<file path="config.mk">
export PLATFORM = sky130hd
export DESIGN_NAME = spw_tx_top
export DESIGN_NICKNAME = d
export VERILOG_FILES = /design/src/source/spw_tx_pkg.sv /design/src/source/spw_tx_top.sv /design/src/source/tx_char_sequencer.sv /design/src/source/tx_char_serializer.sv /design/src/source/tx_credit_counter.sv /design/src/source/tx_fct_request_counter.sv
export SDC_FILE = /design/constraint.sdc
export NUM_CORES = 1
export LEC_CHECK = 0
export ABC_AREA = 1
export ABC_CLOCK_PERIOD_IN_PS = 2800
export BUFFER_PORTS_ARGS = -buffer_cell sky130_fd_sc_hd__buf_2
export CAP_MARGIN = 20
export CORE_MARGIN = 2
export CORE_UTILIZATION = 25
export CTS_BUF_LIST = sky130_fd_sc_hd__clkbuf_2
export CTS_CLUSTER_DIAMETER = 100
export DETAILED_ROUTE_END_ITERATION = 8
export MAX_ROUTING_LAYER = met4
export SLEW_MARGIN = 20
export SYNTH_ARGS = -nofsm -noshare
export SYNTH_HDL_FRONTEND = slang
export SYNTH_HIERARCHICAL = 1
export SYNTH_SLANG_ARGS = --single-unit
export TNS_END_PERCENT = 100
</file>
<file path="constraint.sdc">
create_clock -name pclk_tx -period 2.8 [get_ports pclk_tx]
set_input_delay 0.14 -clock pclk_tx [delete_from_list [all_inputs] [get_ports pclk_tx]]
set_output_delay 0.14 -clock pclk_tx [all_outputs]
set_load 0.01 [all_outputs]
</file>
<file path="src/source/spw_tx_pkg.sv">
//----------------------------------------------------------
// Shared types and constants of the SpaceWire transmitter
// Control codes hold the bits after parity, sent LSB first
//----------------------------------------------------------

package spw_tx_pkg;

	//----------------------------------------------------------
	// Widths
	//----------------------------------------------------------
	localparam int CREDIT_W = 6;
	localparam int FCT_REQ_W = 3;
	localparam int BIT_CNT_W = 4;

	// Character lengths, parity and flag included
	localparam logic [BIT_CNT_W-1:0] NULL_LEN = 4'd8;
	localparam logic [BIT_CNT_W-1:0] FCT_LEN = 4'd4;
	localparam logic [BIT_CNT_W-1:0] DATA_LEN = 4'd10;
	localparam logic [BIT_CNT_W-1:0] EOP_LEN = 4'd4;

	// Bits that follow the parity bit, LSB first
	// NULL is ESC then FCT, its inner parity is always 0
	localparam logic [6:0] NULL_CODE = 7'b0010111;
	localparam logic [2:0] FCT_CODE = 3'b001;
	localparam logic [2:0] EOP_CODE = 3'b101;
	localparam logic [2:0] EEP_CODE = 3'b011;

	//----------------------------------------------------------
	// Flow control limits
	//----------------------------------------------------------
	localparam logic [CREDIT_W-1:0] CREDIT_PER_FCT = 6'd8;
	localparam logic [CREDIT_W-1:0] CREDIT_MAX = 6'd56;
	localparam logic [FCT_REQ_W-1:0] FCT_REQ_MAX = 3'd7;

	typedef enum logic [2:0]
	{
		char_null = 3'd0,
		char_fct = 3'd1,
		char_data = 3'd2,
		char_eop = 3'd3,
		char_eep = 3'd4
	} char_kind_e;

	// One 9-bit character word, seen as data or as control
	typedef union packed
	{
		struct packed
		{
			logic flag;
			logic [7:0] data_byte;
		} data;
		struct packed
		{
			logic flag;
			logic [5:0] unused;
			logic [1:0] code;
		} ctrl;
	} spw_char_u;

	typedef struct packed
	{
		logic valid;
		spw_char_u chr;
	} host_char_s;

endpackage

</file>
<file path="src/source/spw_tx_top.sv">
//----------------------------------------------------------
// SpaceWire character transmitter, one bit per pclk_tx
// host_in must stay stable from valid until host_take
//----------------------------------------------------------
`timescale 1ns/100ps

module spw_tx_top
(
	input logic pclk_tx,
	input logic enable_tx,
	input logic link_run,
	input logic link_connected,
	input spw_tx_pkg::host_char_s host_in,
	input logic got_fct,
	input logic fct_request,
	output logic host_take,
	output logic tx_dout,
	output logic tx_sout,
	output logic credit_error
);

	logic char_done;
	spw_tx_pkg::char_kind_e next_kind;
	spw_tx_pkg::spw_char_u next_char;
	logic data_sent;
	logic fct_sent;
	logic credit_avail;
	logic fct_pending;

	tx_char_sequencer u_sequencer
	(
		.pclk_tx(pclk_tx),
		.enable_tx(enable_tx),
		.link_run(link_run),
		.link_connected(link_connected),
		.host_in(host_in),
		.char_done(char_done),
		.credit_avail(credit_avail),
		.fct_pending(fct_pending),
		.next_kind(next_kind),
		.next_char(next_char),
		.host_take(host_take),
		.data_sent(data_sent),
		.fct_sent(fct_sent)
	);

	tx_char_serializer u_serializer
	(
		.pclk_tx(pclk_tx),
		.enable_tx(enable_tx),
		.link_run(link_run),
		.next_kind(next_kind),
		.next_char(next_char),
		.char_done(char_done),
		.tx_dout(tx_dout),
		.tx_sout(tx_sout)
	);

	tx_credit_counter u_credit
	(
		.pclk_tx(pclk_tx),
		.enable_tx(enable_tx),
		.got_fct(got_fct),
		.data_sent(data_sent),
		.credit_avail(credit_avail),
		.credit_error(credit_error)
	);

	tx_fct_request_counter u_fct_req
	(
		.pclk_tx(pclk_tx),
		.enable_tx(enable_tx),
		.fct_request(fct_request),
		.fct_sent(fct_sent),
		.fct_pending(fct_pending)
	);

endmodule

</file>
<file path="src/source/tx_char_sequencer.sv">
//----------------------------------------------------------
// Picks the next character at each boundary, combinationally
// Control words with a code other than 1 are sent as EOP
//----------------------------------------------------------
`timescale 1ns/100ps

module tx_char_sequencer
(
	input logic pclk_tx,
	input logic enable_tx,
	input logic link_run,
	input logic link_connected,
	input spw_tx_pkg::host_char_s host_in,
	input logic char_done,
	input logic credit_avail,
	input logic fct_pending,
	output spw_tx_pkg::char_kind_e next_kind,
	output spw_tx_pkg::spw_char_u next_char,
	output logic host_take,
	output logic data_sent,
	output logic fct_sent
);

	logic started;
	logic boundary;
	logic send_fct;
	logic send_host;

	// A boundary only counts while the serializer is shifting
	assign boundary = char_done && link_run;

	//----------------------------------------------------------
	// Choice rule
	//----------------------------------------------------------
	// FCTs have priority over host characters
	assign send_fct = started && link_connected && fct_pending;
	assign send_host = started && link_connected && !fct_pending
		&& host_in.valid && credit_avail;

	always_comb
	begin
		next_kind = spw_tx_pkg::char_null;
		next_char = '0;
		if (send_fct)
		begin
			next_kind = spw_tx_pkg::char_fct;
		end
		else if (send_host)
		begin
			next_char = host_in.chr;
			if (!host_in.chr.data.flag)
			begin
				next_kind = spw_tx_pkg::char_data;
			end
			else if (host_in.chr.ctrl.code == 2'd1)
			begin
				next_kind = spw_tx_pkg::char_eep;
			end
			else
			begin
				next_kind = spw_tx_pkg::char_eop;
			end
		end
	end

	//----------------------------------------------------------
	// Boundary pulses
	//----------------------------------------------------------
	assign host_take = boundary && send_host;
	// Data, EOP and EEP all use one credit
	assign data_sent = host_take;
	assign fct_sent = boundary && send_fct;

	// First character after reset is always a NULL
	always_ff @(posedge pclk_tx or negedge enable_tx)
	begin
		if (!enable_tx)
		begin
			started <= 1'b0;
		end
		else if (boundary)
		begin
			started <= 1'b1;
		end
	end

	//----------------------------------------------------------
	// Checks
	//----------------------------------------------------------
	// Host word is consumed only while it is offered
	a_take_needs_valid : assert property (
		@(posedge pclk_tx) disable iff (!enable_tx)
		host_take |-> host_in.valid
	);

	// One character per boundary
	a_one_kind_sent : assert property (
		@(posedge pclk_tx) disable iff (!enable_tx)
		!(fct_sent && data_sent)
	);

endmodule

</file>
<file path="src/source/tx_char_serializer.sv">
//----------------------------------------------------------
// Serializes characters LSB first in data-strobe form
// Outputs and state hold while link_run is low
//----------------------------------------------------------
`timescale 1ns/100ps

module tx_char_serializer
(
	input logic pclk_tx,
	input logic enable_tx,
	input logic link_run,
	input spw_tx_pkg::char_kind_e next_kind,
	input spw_tx_pkg::spw_char_u next_char,
	output logic char_done,
	output logic tx_dout,
	output logic tx_sout
);

	// Bits still to send after the one on tx_dout
	logic [spw_tx_pkg::BIT_CNT_W-1:0] bit_cnt;
	logic [spw_tx_pkg::DATA_LEN-1:0] shift_q;
	logic [spw_tx_pkg::DATA_LEN-1:0] load_pat;
	logic [spw_tx_pkg::BIT_CNT_W-1:0] load_len;
	logic load_trail;
	logic prev_par;
	logic par_bit;
	logic dout_next;

	assign char_done = (bit_cnt == '0);

	//----------------------------------------------------------
	// Pattern of the next character
	//----------------------------------------------------------
	// Parity covers previous trailing bits plus the new flag
	assign par_bit = ~(prev_par ^ (next_kind != spw_tx_pkg::char_data));

	always_comb
	begin
		case (next_kind)
			spw_tx_pkg::char_fct:
			begin
				load_pat = {6'd0, spw_tx_pkg::FCT_CODE, par_bit};
				load_len = spw_tx_pkg::FCT_LEN;
				load_trail = 1'b0;
			end
			spw_tx_pkg::char_data:
			begin
				load_pat = {next_char.data.data_byte, 1'b0, par_bit};
				load_len = spw_tx_pkg::DATA_LEN;
				load_trail = ^next_char.data.data_byte;
			end
			spw_tx_pkg::char_eop:
			begin
				load_pat = {6'd0, spw_tx_pkg::EOP_CODE, par_bit};
				load_len = spw_tx_pkg::EOP_LEN;
				load_trail = 1'b1;
			end
			spw_tx_pkg::char_eep:
			begin
				load_pat = {6'd0, spw_tx_pkg::EEP_CODE, par_bit};
				load_len = spw_tx_pkg::EOP_LEN;
				load_trail = 1'b1;
			end
			default:
			begin
				load_pat = {2'd0, spw_tx_pkg::NULL_CODE, par_bit};
				load_len = spw_tx_pkg::NULL_LEN;
				load_trail = 1'b0;
			end
		endcase
	end

	assign dout_next = char_done ? load_pat[0] : shift_q[0];

	//----------------------------------------------------------
	// Control and DS outputs
	//----------------------------------------------------------
	always_ff @(posedge pclk_tx or negedge enable_tx)
	begin
		if (!enable_tx)
		begin
			bit_cnt <= '0;
			prev_par <= 1'b0;
			tx_dout <= 1'b0;
			tx_sout <= 1'b0;
		end
		else if (link_run)
		begin
			if (char_done)
			begin
				bit_cnt <= load_len - 4'd1;
				prev_par <= load_trail;
			end
			else
			begin
				bit_cnt <= bit_cnt - 4'd1;
			end
			tx_dout <= dout_next;
			// Strobe toggles whenever data repeats
			tx_sout <= (dout_next == tx_dout) ? ~tx_sout : tx_sout;
		end
	end

	always_ff @(posedge pclk_tx)
	begin
		if (link_run)
		begin
			shift_q <= char_done ? (load_pat >> 1) : (shift_q >> 1);
		end
	end

	// Exactly one DS line moves per bit
	a_ds_single_change : assert property (
		@(posedge pclk_tx) disable iff (!enable_tx)
		link_run |=> !($changed(tx_dout) && $changed(tx_sout))
	);

endmodule

</file>
<file path="src/source/tx_credit_counter.sv">
//----------------------------------------------------------
// Transmit credit, 8 per received FCT, limit 56
// credit_error stays set until reset
//----------------------------------------------------------
`timescale 1ns/100ps

module tx_credit_counter
(
	input logic pclk_tx,
	input logic enable_tx,
	input logic got_fct,
	input logic data_sent,
	output logic credit_avail,
	output logic credit_error
);

	logic [spw_tx_pkg::CREDIT_W-1:0] credit;
	logic [spw_tx_pkg::CREDIT_W:0] credit_sum;
	logic overflow;

	assign credit_sum = {1'b0, credit}
		+ (got_fct ? {1'b0, spw_tx_pkg::CREDIT_PER_FCT} : 7'd0);
	assign overflow = got_fct && (credit_sum > {1'b0, spw_tx_pkg::CREDIT_MAX});
	assign credit_avail = (credit != '0);

	always_ff @(posedge pclk_tx or negedge enable_tx)
	begin
		if (!enable_tx)
		begin
			credit <= '0;
			credit_error <= 1'b0;
		end
		else
		begin
			// Saturate first, then take the sent character
			credit <= (overflow ? spw_tx_pkg::CREDIT_MAX
				: credit_sum[spw_tx_pkg::CREDIT_W-1:0]) - {5'd0, data_sent};
			if (overflow)
			begin
				credit_error <= 1'b1;
			end
		end
	end

	a_no_send_without_credit : assert property (
		@(posedge pclk_tx) disable iff (!enable_tx)
		data_sent |-> (credit != '0)
	);

endmodule

</file>
<file path="src/source/tx_fct_request_counter.sv">
//----------------------------------------------------------
// FCTs owed to the far end, saturating at 7
//----------------------------------------------------------
`timescale 1ns/100ps

module tx_fct_request_counter
(
	input logic pclk_tx,
	input logic enable_tx,
	input logic fct_request,
	input logic fct_sent,
	output logic fct_pending
);

	logic [spw_tx_pkg::FCT_REQ_W-1:0] req_cnt;
	logic inc;

	// A full count still takes a request when one leaves
	assign inc = fct_request && ((req_cnt != spw_tx_pkg::FCT_REQ_MAX) || fct_sent);
	assign fct_pending = (req_cnt != '0);

	always_ff @(posedge pclk_tx or negedge enable_tx)
	begin
		if (!enable_tx)
		begin
			req_cnt <= '0;
		end
		else
		begin
			req_cnt <= req_cnt + {2'd0, inc} - {2'd0, fct_sent};
		end
	end

	a_fct_sent_needs_request : assert property (
		@(posedge pclk_tx) disable iff (!enable_tx)
		fct_sent |-> (req_cnt != '0)
	);

endmodule
</file>
==> results_dict.tcl <==
set metrics [dict create \
    status "completed" \
    antenna_cells 0 \
    drt_wl_total_um 3700 \
    worstReg2RegEnd "u_fct_req/req_cnt[2]$_DFF_PN0_" \
    cp_max_fo 10 \
    ys_warn_count 6 \
    die_x_um 90.1 \
    finalSetupViolCount 0 \
    path_clk_slew_ns 0.27 \
    finalHoldViolCount 0 \
    post_drt_wl_per_cell_um 10.0 \
    io_buffers 19 \
    leakage_nw 1.09 \
    p_clk_share_pct 10.4 \
    max_cap_violations 0 \
    seqPwrFrac_pct 41.3 \
    reg2reg_from "u_serializer/bit_cnt[1]$_DFFE_PN0P_" \
    cts_buffer_depth 2 \
    crit_arrival_ns 2.69 \
    core_mm2 0.00721 \
    power_frac_comb_pct 48.3 \
    power_density_mw_per_mm2 720 \
    ioPinCount 20 \
    ir_drop_mv 0.338 \
    hold_ws_ns 0.0717 \
    worstPathRequired_ns 3.11 \
    ant_nets 0 \
    num_rows 31 \
    reg2reg_depth 13 \
    dp.cells 363 \
    cts_tree "yes" \
    period_needed_ns 2.37 \
    p_sw_share_pct 43.5 \
    layout_commonest_cell "nand2_1" \
    root_buffer "clkbuf_2" \
    layout_common_cells "71 x nand2_1, 44 x inv_1, 19 x buf_2" \
    synth_fp_nets 271 \
    hp-class "primary input to register" \
    clock-skew-final_ns 0.00425 \
    finalNonFillerCells 368 \
    antenna_found_initial 0 \
    pre_cts_ws_ns 0.435 \
    worst_setup_path_start_kind "register" \
    crit_end "u_fct_req/req_cnt[2]$_DFF_PN0_" \
    first_iter_violations 84 \
    slew_headroom_pct 71.1 \
    dpl.hpwl_um 2990 \
    rrSetupSlack_ns 0.43 \
    layout.nets 294 \
    grt_pass1_wl_um 6580 \
    finalMaxSlewViolations 0 \
    syn_area_per_cell_um2 7.51 \
    power.switching_mw 0.654 \
    fin_crit_sh_pct 84.8 \
    drive_above_1_share_pct 21.6 \
    worst_slack_ns 0.426 \
    cp-startpoint "u_serializer/bit_cnt[1]$_DFFE_PN0P_" \
    cts_resized 0 \
    grt_max_degree 19 \
    htreeDepth 1 \
    p_int_mw 0.850 \
    vias 1535 \
    place.gp.congestion 0.792 \
    grt.total_usage_pct 9.82 \
    dieHeight_um 90.1 \
    start_util_pct 25.7 \
    cts_made_buffers 3 \
    worst_setup_path_end_kind "register" \
    via_per_inst 4.17 \
    grt_overflow_total 0 \
    tightest_slew_ns 0.434 \
    synthCells 247 \
    die-area_mm2 0.00812 \
    finalPower_mw 1.50 \
    cts_sinks 27 \
    critical_path_class "register to register" \
    fmax_mhz 421 \
    synthesis.area_mm2 0.00185 \
    grt_pass1_vias 1517 \
    clkLatencyLatePin_ns 0.37 \
    drc 0 \
    dr.pass1.iters 4 \
    area_delta_synth_final_pct 12.6 \
    rsz0062_at_grt "false" \
    setup_tns_ns 0 \
]
==> timing repair <==
item                                    in CTS  in global routing
endpoints found under the setup margin       0                  0
hold buffers                                 1                  0
hold endpoints to repair                    18                  0
buffers inserted                             0                  0
==> area by class of cell <==
cell class	count	area [um2]
clock inverters	1	5.00
clock buffers	3	15.0
fillers	822	5130
repair buffers	21	113
multi-input cells	166	913
inverters	51	196
well taps	99	124
flip-flops and latches	27	721
==> worst max-delay path, cell delays in order, from the launching register on <==
cell	delay [ns]
dfrtp_1	0.47
inv_2	0.08
nand2_4	0.06
nor2_8	0.20
nand2_1	0.16
nor2_1	0.19
o21ai_0	0.12
ha_1	0.28
inv_1	0.05
ha_1	0.12
inv_1	0.04
fa_1	0.39
nand3_1	0.10
nand2_1	0.05
==> per-stage QoR <==
stage / cell area (um2) / utilization [%]
after floorplan: 1850 / -
after global placement: 2060 / 28.5
after detailed placement: 2060 / 28.5
after CTS: 2090 / 28.9
after global routing: 2090 / 28.9
final: 2090 / 28.9
==> metal layers <==
metal  vias to the layer above  part of all wire [%]  GRT usage, %
met4                         0                  0.62          1.79
met5                         -                     0             -
met2                        21                    47          15.5
met3                         4                   2.4          1.51
met1                       705                    50          13.5
li1                        805                     -             -
==> power groups by stage <==
stage	clock (mW)	combinational [mW]	sequential [mW]
floorplan	0	0.573	0.622
CTS	0.165	0.736	0.623
global placement	0	0.710	0.630
global route	0.177	0.852	0.640
detailed placement	0	0.730	0.634
finish	0.156	0.726	0.622
==> worst min path at each step <==
stage | from | end | cells past startpoint
after global routing | got_fct | u_credit/credit_error$_DFFE_PN0P_ | 3
after CTS | got_fct | u_credit/credit_error$_DFFE_PN0P_ | 3
after detailed placement | enable_tx | u_fct_req/req_cnt[2]$_DFF_PN0_ | 1
after global placement | enable_tx | u_fct_req/req_cnt[2]$_DFF_PN0_ | 1
after floorplan | enable_tx | u_credit/credit[0]$_DFF_PN0_ | 0
final | got_fct | u_credit/credit_error$_DFFE_PN0P_ | 3
==> sequential cells by signal, summed over array words and instances (netlist names) <==
register and count:
u_serializer/shift_q 9, u_credit/credit 6, u_serializer/bit_cnt 4, u_fct_req/req_cnt 3, u_credit/credit_error 1, u_sequencer/started 1, u_serializer/prev_par 1, u_serializer/tx_dout 1
u_serializer/tx_sout 1
No activity file was read; power rests on OpenSTA's default activity.
